<file path="src/logic/div_pkg.sv">
// Divide unit shared definitions
package div_pkg;

    //////////////////////////////////////////////////
    // Data path widths
    //////////////////////////////////////////////////

    // Width of dividend, divisor and both results.
    localparam int div_width = 32;

    // Index width for a leading-one position within a word.
    localparam int msb_width = $clog2(div_width);

    //////////////////////////////////////////////////
    // Operation codes
    //////////////////////////////////////////////////

    localparam int op_width = 2; // Two bits select one of four ops.

    // Signed quotient.
    localparam logic [op_width-1:0] op_div = 2'd0;

    // Unsigned quotient.
    localparam logic [op_width-1:0] op_divu = 2'd1;

    // Signed remainder, sign follows the dividend.
    localparam logic [op_width-1:0] op_rem = 2'd2;

    // Unsigned remainder.
    localparam logic [op_width-1:0] op_remu = 2'd3;

endpackage

</file>
<file path="src/logic/div_core_if.sv">
// Divider core request and result bus
`timescale 1ns/10ps

interface div_core_if;

    //////////////////////////////////////////////////
    // Request side, driven by the control block
    //////////////////////////////////////////////////
    logic                          start;    // Load operands, one cycle.
    logic                          ack;      // Result consumed, one cycle.
    logic [div_pkg::div_width-1:0] dividend; // Magnitude, valid on start.
    logic [div_pkg::div_width-1:0] divisor;  // Magnitude, never zero.

    //////////////////////////////////////////////////
    // Result side, driven by the divider core
    //////////////////////////////////////////////////
    logic [div_pkg::div_width-1:0] quotient;  // Held while complete.
    logic [div_pkg::div_width-1:0] remainder; // Held while complete.
    logic                          complete;  // Level until ack.

    // Divider core view.
    modport core (
        input  start, ack, dividend, divisor,
        output quotient, remainder, complete
    );

    // Control block view.
    modport ctrl (
        output start, ack, dividend, divisor,
        input  quotient, remainder, complete
    );

endinterface

</file>
<file path="src/logic/msb_naive.sv">
// Leading-one position detector
`timescale 1ns/10ps

module msb_naive #(
    parameter int width = div_pkg::div_width, // Input word width.
    parameter int msb_w = div_pkg::msb_width  // Position width, log2 of width.
) (
    input  logic [width-1:0] msb_input,
    output logic [msb_w-1:0] msb
);

    //////////////////////////////////////////////////
    // Priority scan
    //////////////////////////////////////////////////

    // Later hits overwrite earlier ones, so the highest set bit wins.
    // An all-zero word leaves the default of 0 in place.
    always_comb begin
        msb = '0; // Zero input maps to position 0.
        for (int i = 0; i < width; i++) begin
            if (msb_input[i]) begin
                msb = msb_w'(i); // Record this set bit.
            end
        end
    end

endmodule

</file>
<file path="src/logic/div_quick_naive.sv">
// Early-terminating shift-subtract divider
`timescale 1ns/10ps

module div_quick_naive #(
    parameter int width = div_pkg::div_width, // Word width, power of two.
    parameter int msb_w = div_pkg::msb_width  // Leading-one index width.
) (
    input logic       clk,
    input logic       rst,
    div_core_if.core  div
);

    logic             running;    // Iteration in progress.
    logic             terminate;  // Remainder dropped below divisor.
    logic             complete_r; // Result ready, held until ack.

    logic [width-1:0] quo_r;      // Partial quotient.
    logic [width-1:0] rem_r;      // Partial remainder.
    logic [width-1:0] dvs_r;      // Divisor captured on start.

    logic [msb_w-1:0] rem_msb;    // Leading one of remainder.
    logic [msb_w-1:0] dvs_msb;    // Leading one of divisor.
    logic [msb_w-1:0] msb_delta;  // Alignment distance.

    logic [width-1:0] dvs_sh1;    // Divisor aligned to remainder.
    logic [width-1:0] dvs_sh2;    // One place less, for the borrow case.
    logic [width:0]   diff1;      // Extra bit catches the borrow.
    logic [width-1:0] diff2;      // Fallback difference.
    logic [width-1:0] qbit1;      // Quotient bit for full alignment.
    logic [width-1:0] qbit2;      // Quotient bit one place lower.
    logic [width-1:0] next_rem;
    logic [width-1:0] next_quo;

    //////////////////////////////////////////////////
    // Alignment and subtraction
    //////////////////////////////////////////////////

    msb_naive #(.width(width), .msb_w(msb_w)) u_msb_rem (
        .msb_input (rem_r),
        .msb       (rem_msb)
    );

    msb_naive #(.width(width), .msb_w(msb_w)) u_msb_dvs (
        .msb_input (dvs_r),
        .msb       (dvs_msb)
    );

    // Remainder is at least the divisor while iterating, so no wrap.
    assign msb_delta = rem_msb - dvs_msb;

    assign dvs_sh1 = dvs_r << msb_delta;                 // Shift into place.
    assign dvs_sh2 = {1'b0, dvs_sh1[width-1:1]};         // Back off one bit.
    assign diff1   = {1'b0, rem_r} - {1'b0, dvs_sh1};    // Top bit is borrow.
    assign diff2   = rem_r - dvs_sh2;                    // Always fits.

    assign qbit1 = {{(width-1){1'b0}}, 1'b1} << msb_delta;
    assign qbit2 = {1'b0, qbit1[width-1:1]};

    // A borrow means the aligned divisor overshot by one place.
    assign next_rem = diff1[width] ? diff2 : diff1[width-1:0];
    assign next_quo = quo_r | (diff1[width] ? qbit2 : qbit1);

    assign terminate = (rem_r < dvs_r); // Nothing more to subtract.

    //////////////////////////////////////////////////
    // Control flags
    //////////////////////////////////////////////////

    always_ff @(posedge clk) begin
        if (rst) begin
            running    <= 1'b0;
            complete_r <= 1'b0;
        end else if (div.start) begin
            running    <= 1'b1; // New operation clears old result.
            complete_r <= 1'b0;
        end else if (running && terminate) begin
            running    <= 1'b0; // Done, hold result.
            complete_r <= 1'b1;
        end else if (div.ack) begin
            complete_r <= 1'b0; // Consumer took it.
        end
    end

    //////////////////////////////////////////////////
    // Data registers
    //////////////////////////////////////////////////

    always_ff @(posedge clk) begin
        if (div.start) begin
            quo_r <= '0;           // Fresh quotient.
            rem_r <= div.dividend; // Remainder starts as dividend.
            dvs_r <= div.divisor;
        end else if (running && !terminate) begin
            quo_r <= next_quo;     // At least one bit per cycle.
            rem_r <= next_rem;
        end
    end

    assign div.quotient  = quo_r;
    assign div.remainder = rem_r;
    assign div.complete  = complete_r;

endmodule

</file>
<file path="src/logic/div_sign_ctrl.sv">
// Divide request and sign control
`timescale 1ns/10ps

module div_sign_ctrl (
    input  logic                                clk,
    input  logic                                rst,
    input  logic                                issue,  // Request pulse.
    input  logic [div_pkg::op_width-1:0]        op,
    input  logic [div_pkg::div_width-1:0]       rs1,    // Dividend.
    input  logic [div_pkg::div_width-1:0]       rs2,    // Divisor.
    output logic                                busy,
    output logic                                done,
    output logic [div_pkg::div_width-1:0]       result,
    div_core_if.ctrl                            core
);

    localparam int w = div_pkg::div_width;

    logic         accept;      // Issue taken this cycle.
    logic         is_signed;   // Op treats operands as signed.
    logic         div_zero;    // Divisor is zero.
    logic         rs1_neg;     // Signed and dividend negative.
    logic         rs2_neg;     // Signed and divisor negative.
    logic [w-1:0] rs1_mag;
    logic [w-1:0] rs2_mag;

    logic [div_pkg::op_width-1:0] op_r;
    logic         signed_r;    // Held signed flag.
    logic         rem_sel;     // Remainder wanted.
    logic         quo_neg;     // Quotient sign.
    logic         rem_neg;     // Remainder sign, follows dividend.
    logic [w-1:0] dvd_mag;     // Dividend magnitude.
    logic [w-1:0] dvs_mag;     // Divisor magnitude.

    logic         start_r;
    logic         bypass_pend; // Zero divisor, answer next edge.
    logic         core_wait;   // Core running our request.
    logic         core_ack;
    logic         finish;      // Result ready this cycle.

    logic [w-1:0] raw_quo;
    logic [w-1:0] raw_rem;
    logic [w-1:0] raw_res;
    logic         negate;
    logic [w-1:0] fixed_res;   // Sign corrected result.

    //////////////////////////////////////////////////
    // Request decode
    //////////////////////////////////////////////////

    assign accept    = issue && !busy; // Issue while busy is dropped.
    assign is_signed = (op == div_pkg::op_div) || (op == div_pkg::op_rem);
    assign div_zero  = (rs2 == '0);

    assign rs1_neg = is_signed && rs1[w-1];
    assign rs2_neg = is_signed && rs2[w-1];
    assign rs1_mag = rs1_neg ? -rs1 : rs1; // Most negative stays put.
    assign rs2_mag = rs2_neg ? -rs2 : rs2;

    // Operands and sign flags, no reset needed.
    always_ff @(posedge clk) begin
        if (accept) begin
            op_r     <= op;
            signed_r <= is_signed;
            quo_neg  <= (rs1[w-1] ^ rs2[w-1]) && !div_zero; // All ones unsigned.
            rem_neg  <= rs1[w-1];
            dvd_mag  <= rs1_mag;
            dvs_mag  <= rs2_mag;
        end
    end

    assign rem_sel = (op_r == div_pkg::op_rem) || (op_r == div_pkg::op_remu);

    //////////////////////////////////////////////////
    // Sequencing
    //////////////////////////////////////////////////

    assign core_ack = core_wait && core.complete; // First cycle it is seen.
    assign finish   = bypass_pend || core_ack;

    always_ff @(posedge clk) begin
        if (rst) begin
            busy        <= 1'b0;
            done        <= 1'b0;
            start_r     <= 1'b0;
            bypass_pend <= 1'b0;
            core_wait   <= 1'b0;
        end else begin
            start_r     <= accept && !div_zero; // Core kicked one cycle later.
            bypass_pend <= accept && div_zero;  // Skip core entirely.
            done        <= finish;
            if (accept) begin
                busy <= 1'b1;
            end else if (finish) begin
                busy <= 1'b0;
            end
            if (accept && !div_zero) begin
                core_wait <= 1'b1;
            end else if (core_ack) begin
                core_wait <= 1'b0;
            end
        end
    end

    assign core.start    = start_r;
    assign core.ack      = core_ack;
    assign core.dividend = dvd_mag;
    assign core.divisor  = dvs_mag;

    //////////////////////////////////////////////////
    // Result select and sign fix
    //////////////////////////////////////////////////

    // By zero, quotient is all ones and remainder rebuilds rs1.
    assign raw_quo = bypass_pend ? '1 : core.quotient;
    assign raw_rem = bypass_pend ? dvd_mag : core.remainder;
    assign raw_res = rem_sel ? raw_rem : raw_quo;

    assign negate    = signed_r && (rem_sel ? rem_neg : quo_neg);
    assign fixed_res = negate ? -raw_res : raw_res; // Overflow case falls out.

    // Result holds from done until the next finish.
    always_ff @(posedge clk) begin
        if (finish) begin
            result <= fixed_res;
        end
    end

endmodule

</file>
<file path="src/logic/div_unit.sv">
// Integer divide unit top level
`timescale 1ns/10ps

module div_unit (
    input  logic                          clk,
    input  logic                          rst,
    input  logic                          issue,  // One cycle request.
    input  logic [div_pkg::op_width-1:0]  op,     // DIV, DIVU, REM, REMU.
    input  logic [div_pkg::div_width-1:0] rs1,    // Dividend.
    input  logic [div_pkg::div_width-1:0] rs2,    // Divisor.
    output logic                          busy,   // Request in flight.
    output logic                          done,   // One cycle result strobe.
    output logic [div_pkg::div_width-1:0] result
);

    //////////////////////////////////////////////////
    // Control to core bus
    //////////////////////////////////////////////////

    div_core_if core_bus ();

    //////////////////////////////////////////////////
    // Sign handling and sequencing
    //////////////////////////////////////////////////

    div_sign_ctrl u_ctrl (
        .clk    (clk),
        .rst    (rst),
        .issue  (issue),
        .op     (op),
        .rs1    (rs1),
        .rs2    (rs2),
        .busy   (busy),
        .done   (done),
        .result (result),
        .core   (core_bus.ctrl)
    );

    //////////////////////////////////////////////////
    // Unsigned magnitude divider
    //////////////////////////////////////////////////

    div_quick_naive u_core (
        .clk (clk),
        .rst (rst),
        .div (core_bus.core) // Default width matches the bus.
    );

endmodule

</file>
<file path="config.mk">
export PLATFORM = sky130hd
export DESIGN_NAME = div_unit
export DESIGN_NICKNAME = d
export VERILOG_FILES = /design/src/logic/div_pkg.sv /design/src/logic/div_core_if.sv /design/src/logic/msb_naive.sv /design/src/logic/div_quick_naive.sv /design/src/logic/div_sign_ctrl.sv /design/src/logic/div_unit.sv
export SDC_FILE = /design/constraint.sdc
export NUM_CORES = 1
export LEC_CHECK = 0
export BUFFER_PORTS_ARGS = -buffer_cell sky130_fd_sc_hd__clkbuf_2
export CAP_MARGIN = 10
export CORE_MARGIN = 3
export CORE_UTILIZATION = 41
export DETAILED_ROUTE_END_ITERATION = 6
export RECOVER_POWER = 100
export SYNTH_ARGS = -nofsm -noshare
export SYNTH_HDL_FRONTEND = slang
export SYNTH_HIERARCHICAL = 1
export SYNTH_SLANG_ARGS = --single-unit
</file>
<file path="constraint.sdc">
create_clock -name clk -period 10.46 [get_ports clk]
set_input_delay 1.569 -clock clk [delete_from_list [all_inputs] [get_ports clk]]
set_output_delay 1.569 -clock clk [all_outputs]
set_load 0.02 [all_outputs]
</file>
==> key figures <==
Setup path
  – CP required: 10.75 ns
  – Worst-path cell with the longest stage delay: fa_1
  – R2r setup slk: 2.24 ns
  – CP Launch Type: register
  – Worst R2R Path Depth: 28
  – Critical path class: register to register
  – Worst R2R Start: u_core/div.remainder[2]
  – Crit path DAT: 8.51 ns
  – Max FO, Critical Path: 49
  – Worst Setup End Kind: register
  – Worst R2R End: u_core/div.quotient[28]
  – Crit path buf inv count: 3
  – CP delay by family, top: compound AO/OA/AOI/OAI gates
  – Slowest stage delay, CP: 0.78 ns

Clock tree
  – Post-CTS Resized: 0
  – Reg clk slew, reported paths: 0.06 ns
  – Clk sink count: 203
  – # hold bufs at CTS: 0
  – Longest Clk Path Bufs: 3
  – CTS tree: done
  – Root Buffer: clkbuf_16
  – Post-CTS Setup Repair Bufs: 0
  – TritonCTS Buffers: 24
  – Clk_lat worst skew: 0.53 ns
  – H-tree levels: 1

Detailed routing
  – Total number of vias: 13779
  – Routed WL per cell: 21.3 um
  – Post-route ant nets: 0
  – Final wirelength: 49.6 mm
  – First drt pass iteration count: 5
  – Vias per inst: 5.92
  – DR iter-0 viols: 1288
  – Number of remaining DRC errors: 0

Die
  – Die ar.: 41300 sq um
  – Die span in x: 203 um
  – Die Y-Extent: 203 um
  – Row count: 71
  – Initial Util: 41.9%
  – Core area: 38000 sq um
  – I/O Pins: 103

STA
  – Max Freq: 122 MHz
  – Setup-failing EPs final: 0
  – Max-slew headroom: -119%
  – Slew Viols, Final: 173
  – Tcrit/Tclk final: 78.6%
  – Min Tclk post-route: 8.22 ns
  – RSZ-0062 raised after global routing: no
  – Final worst slack: 2.24 ns
  – Final Hold Fails: 0
  – Setup TNS: 0 ns
  – Final clock skew: 0.0222 ns
  – Worst Tran Pin Value: 3.29 ns

Layout
  – Layout cells sized above 1: 7.87%
  – Most frequent cells in the layout: 164 x edfxtp_1, 157 x nand2_1, 145 x a21oi_1
  – Final Instance Area: 17500 sq um
  – Antenna cell count: 0
  – Finished Core Util: 46.0%
  – Area Overhead vs Synth: 9.75%
  – NumNets Final: 1973
  – Most common cell after layout, fill and taps aside: edfxtp_1

Placement
  – Port Buffers: 102
  – Final Wtd Congestion: 0.970
  – Setup WS pre-CTS: 2.82 ns
  – Dpl cell area: 16900 sq um
  – Detailed Place HPWL: 38.1 mm

Global route
  – Vias in the first global route: 13350
  – Largest net degree at the start of global routing: 64
  – Congestion Overflow GR: 0
  – Global Route Usage Sum: 23.4%
  – Global-route wire length before repair: 76.7 mm
  – Initial antenna violation count: 1

Logic synthesis
  – Async set-reset flop share out of synthesis: 0%
  – Ys flop type: edfxtp_1
  – Post-Syn Area per Cell: 9.24 sq um
  – Post-synthesis mux area share: 5.76%
  – Yosys warns: 6
  – Synth Area in Compound Gates: 21.4%
  – Post-Synthesis Cells: 1725
  – Mapped Nets: 1896
  – Distinct cells, synth: 94
  – Synth Area in XOR/XNOR: 7.80%
  – EDFF count, synth: 164
  – Synth Area in Adders: 8.41%
  – Mapped Area: 15900 sq um
  – #FFs+latches synth: 203
  – Largest family of logic cells by synthesized area: compound AO/OA/AOI/OAI gates
  – Simple-gate share of the synthesized area: 16.8%
  – Post-synthesis sequential area ratio: 35.8%

Min path
  – Hold Path Origin: u_ctrl/core.divisor[15]
  – WHS Endpoint: u_core/dvs_r[15]
  – Worst hold path stage count: 0
  – Hold crit path type: register to register

Status
  – Violated checks: max-capacitance violations, max-slew violations
  – Status: finished, violations left

Run
  – Maxcap violations: 4
## how the worst max path moves through the flow
stage | startpoint | end | slack (ns) | cells after the start
2_1_floorplan | u_core/dvs_r[12] | u_core/div.remainder[19] | 3.98 | 27
3_3_place_gp | u_core/div.remainder[3] | u_core/div.remainder[9] | 2.74 | 22
3_5_place_dp | u_core/div.remainder[2] | u_core/div.remainder[9] | 2.82 | 25
4_1_cts | u_core/div.remainder[2] | u_core/div.remainder[9] | 2.81 | 25
5_1_grt | u_core/div.remainder[2] | u_core/div.quotient[30] | 1.48 | 30
6_report | u_core/div.remainder[2] | u_core/div.quotient[28] | 2.24 | 28
## cells in the mapped netlist, types with 16 or more instances
| cell type | number | area [sq um] |
|---|---|---|
| edfxtp_1 | 164 | 4920 |
| nand2_1 | 157 | 589 |
| a21oi_1 | 145 | 726 |
| nor2_1 | 142 | 533 |
| ha_1 | 99 | 1240 |
| o21ai_0 | 94 | 470 |
| xnor2_1 | 83 | 727 |
| inv_1 | 79 | 297 |
| mux2i_1 | 59 | 591 |
| xor2_1 | 57 | 499 |
| clkbuf_1 | 42 | 158 |
| nor3_1 | 41 | 205 |
| dfxtp_1 | 39 | 781 |
| a21o_1 | 31 | 233 |
| nand2b_1 | 25 | 156 |
| a2bb2oi_1 | 24 | 210 |
| a31oi_1 | 23 | 144 |
| nor2b_1 | 23 | 144 |
| nor4_1 | 20 | 125 |
| a211oi_1 | 18 | 135 |
| nand3_1 | 18 | 90.1 |
| o31ai_1 | 18 | 135 |
| and3_1 | 17 | 106 |
| o21a_1 | 16 | 120 |
| or3_1 | 16 | 100 |
## per-stage QoR
stage          std cells  hold slack, ns
2_1_floorplan       1725           0.400
6_report            2329           0.415
3_3_place_gp        2286           0.402
5_1_grt             2329           0.420
4_1_cts             2328           0.416
3_5_place_dp        2286           0.405
## logic make-up after synthesis
logic type / after synthesis
and+or+nand+nor: 536
DFF: 203
AOI/OAI and AO/OA: 513
xor gates and xnor gates: 141
muxes: 76
buffers and inverters: 150
adders and majority gates: 106
## state kept, by name (all words and copies together) (netlist names)
register and count:
u_ctrl/core_wait 1, u_core/div.remainder 32, u_ctrl/signed_r 1, u_ctrl/core.divisor 32
u_ctrl/core.start 1, u_ctrl/result 32, u_core/running 1, u_core/dvs_r 32
u_core/div.quotient 32, u_ctrl/rem_neg 1, u_ctrl/bypass_pend 1, u_ctrl/busy 1
u_ctrl/quo_neg 1, u_ctrl/core.dividend 32, u_ctrl/op_r 1, u_core/div.complete 1
u_ctrl/done 1
## layout make-up
cell class	instances	area, sq um
Multi-Input combinational cell	1372	9510
Timing Repair Buffer	121	578
Fill cell	3804	20500
Clock buffer	30	633
Tap cell	511	639
Clock inverter	12	120
Sequential cell	203	5710
Inverter	80	300
## per-layer routing
metal	share of wire, %	wire length, um	up-vias	global-route usage, %
met5	0	0	-	0
met4	2.7	1350	0	6.32
met3	6.9	3440	72	4.31
met2	46	22600	416	38.0
met1	45	22100	6682	32.4
li1	-	-	6609	-
Power is left out: the tool's default activity adds up to more than one toggle a clock period on the data nets, which glitch-free logic cannot reach.
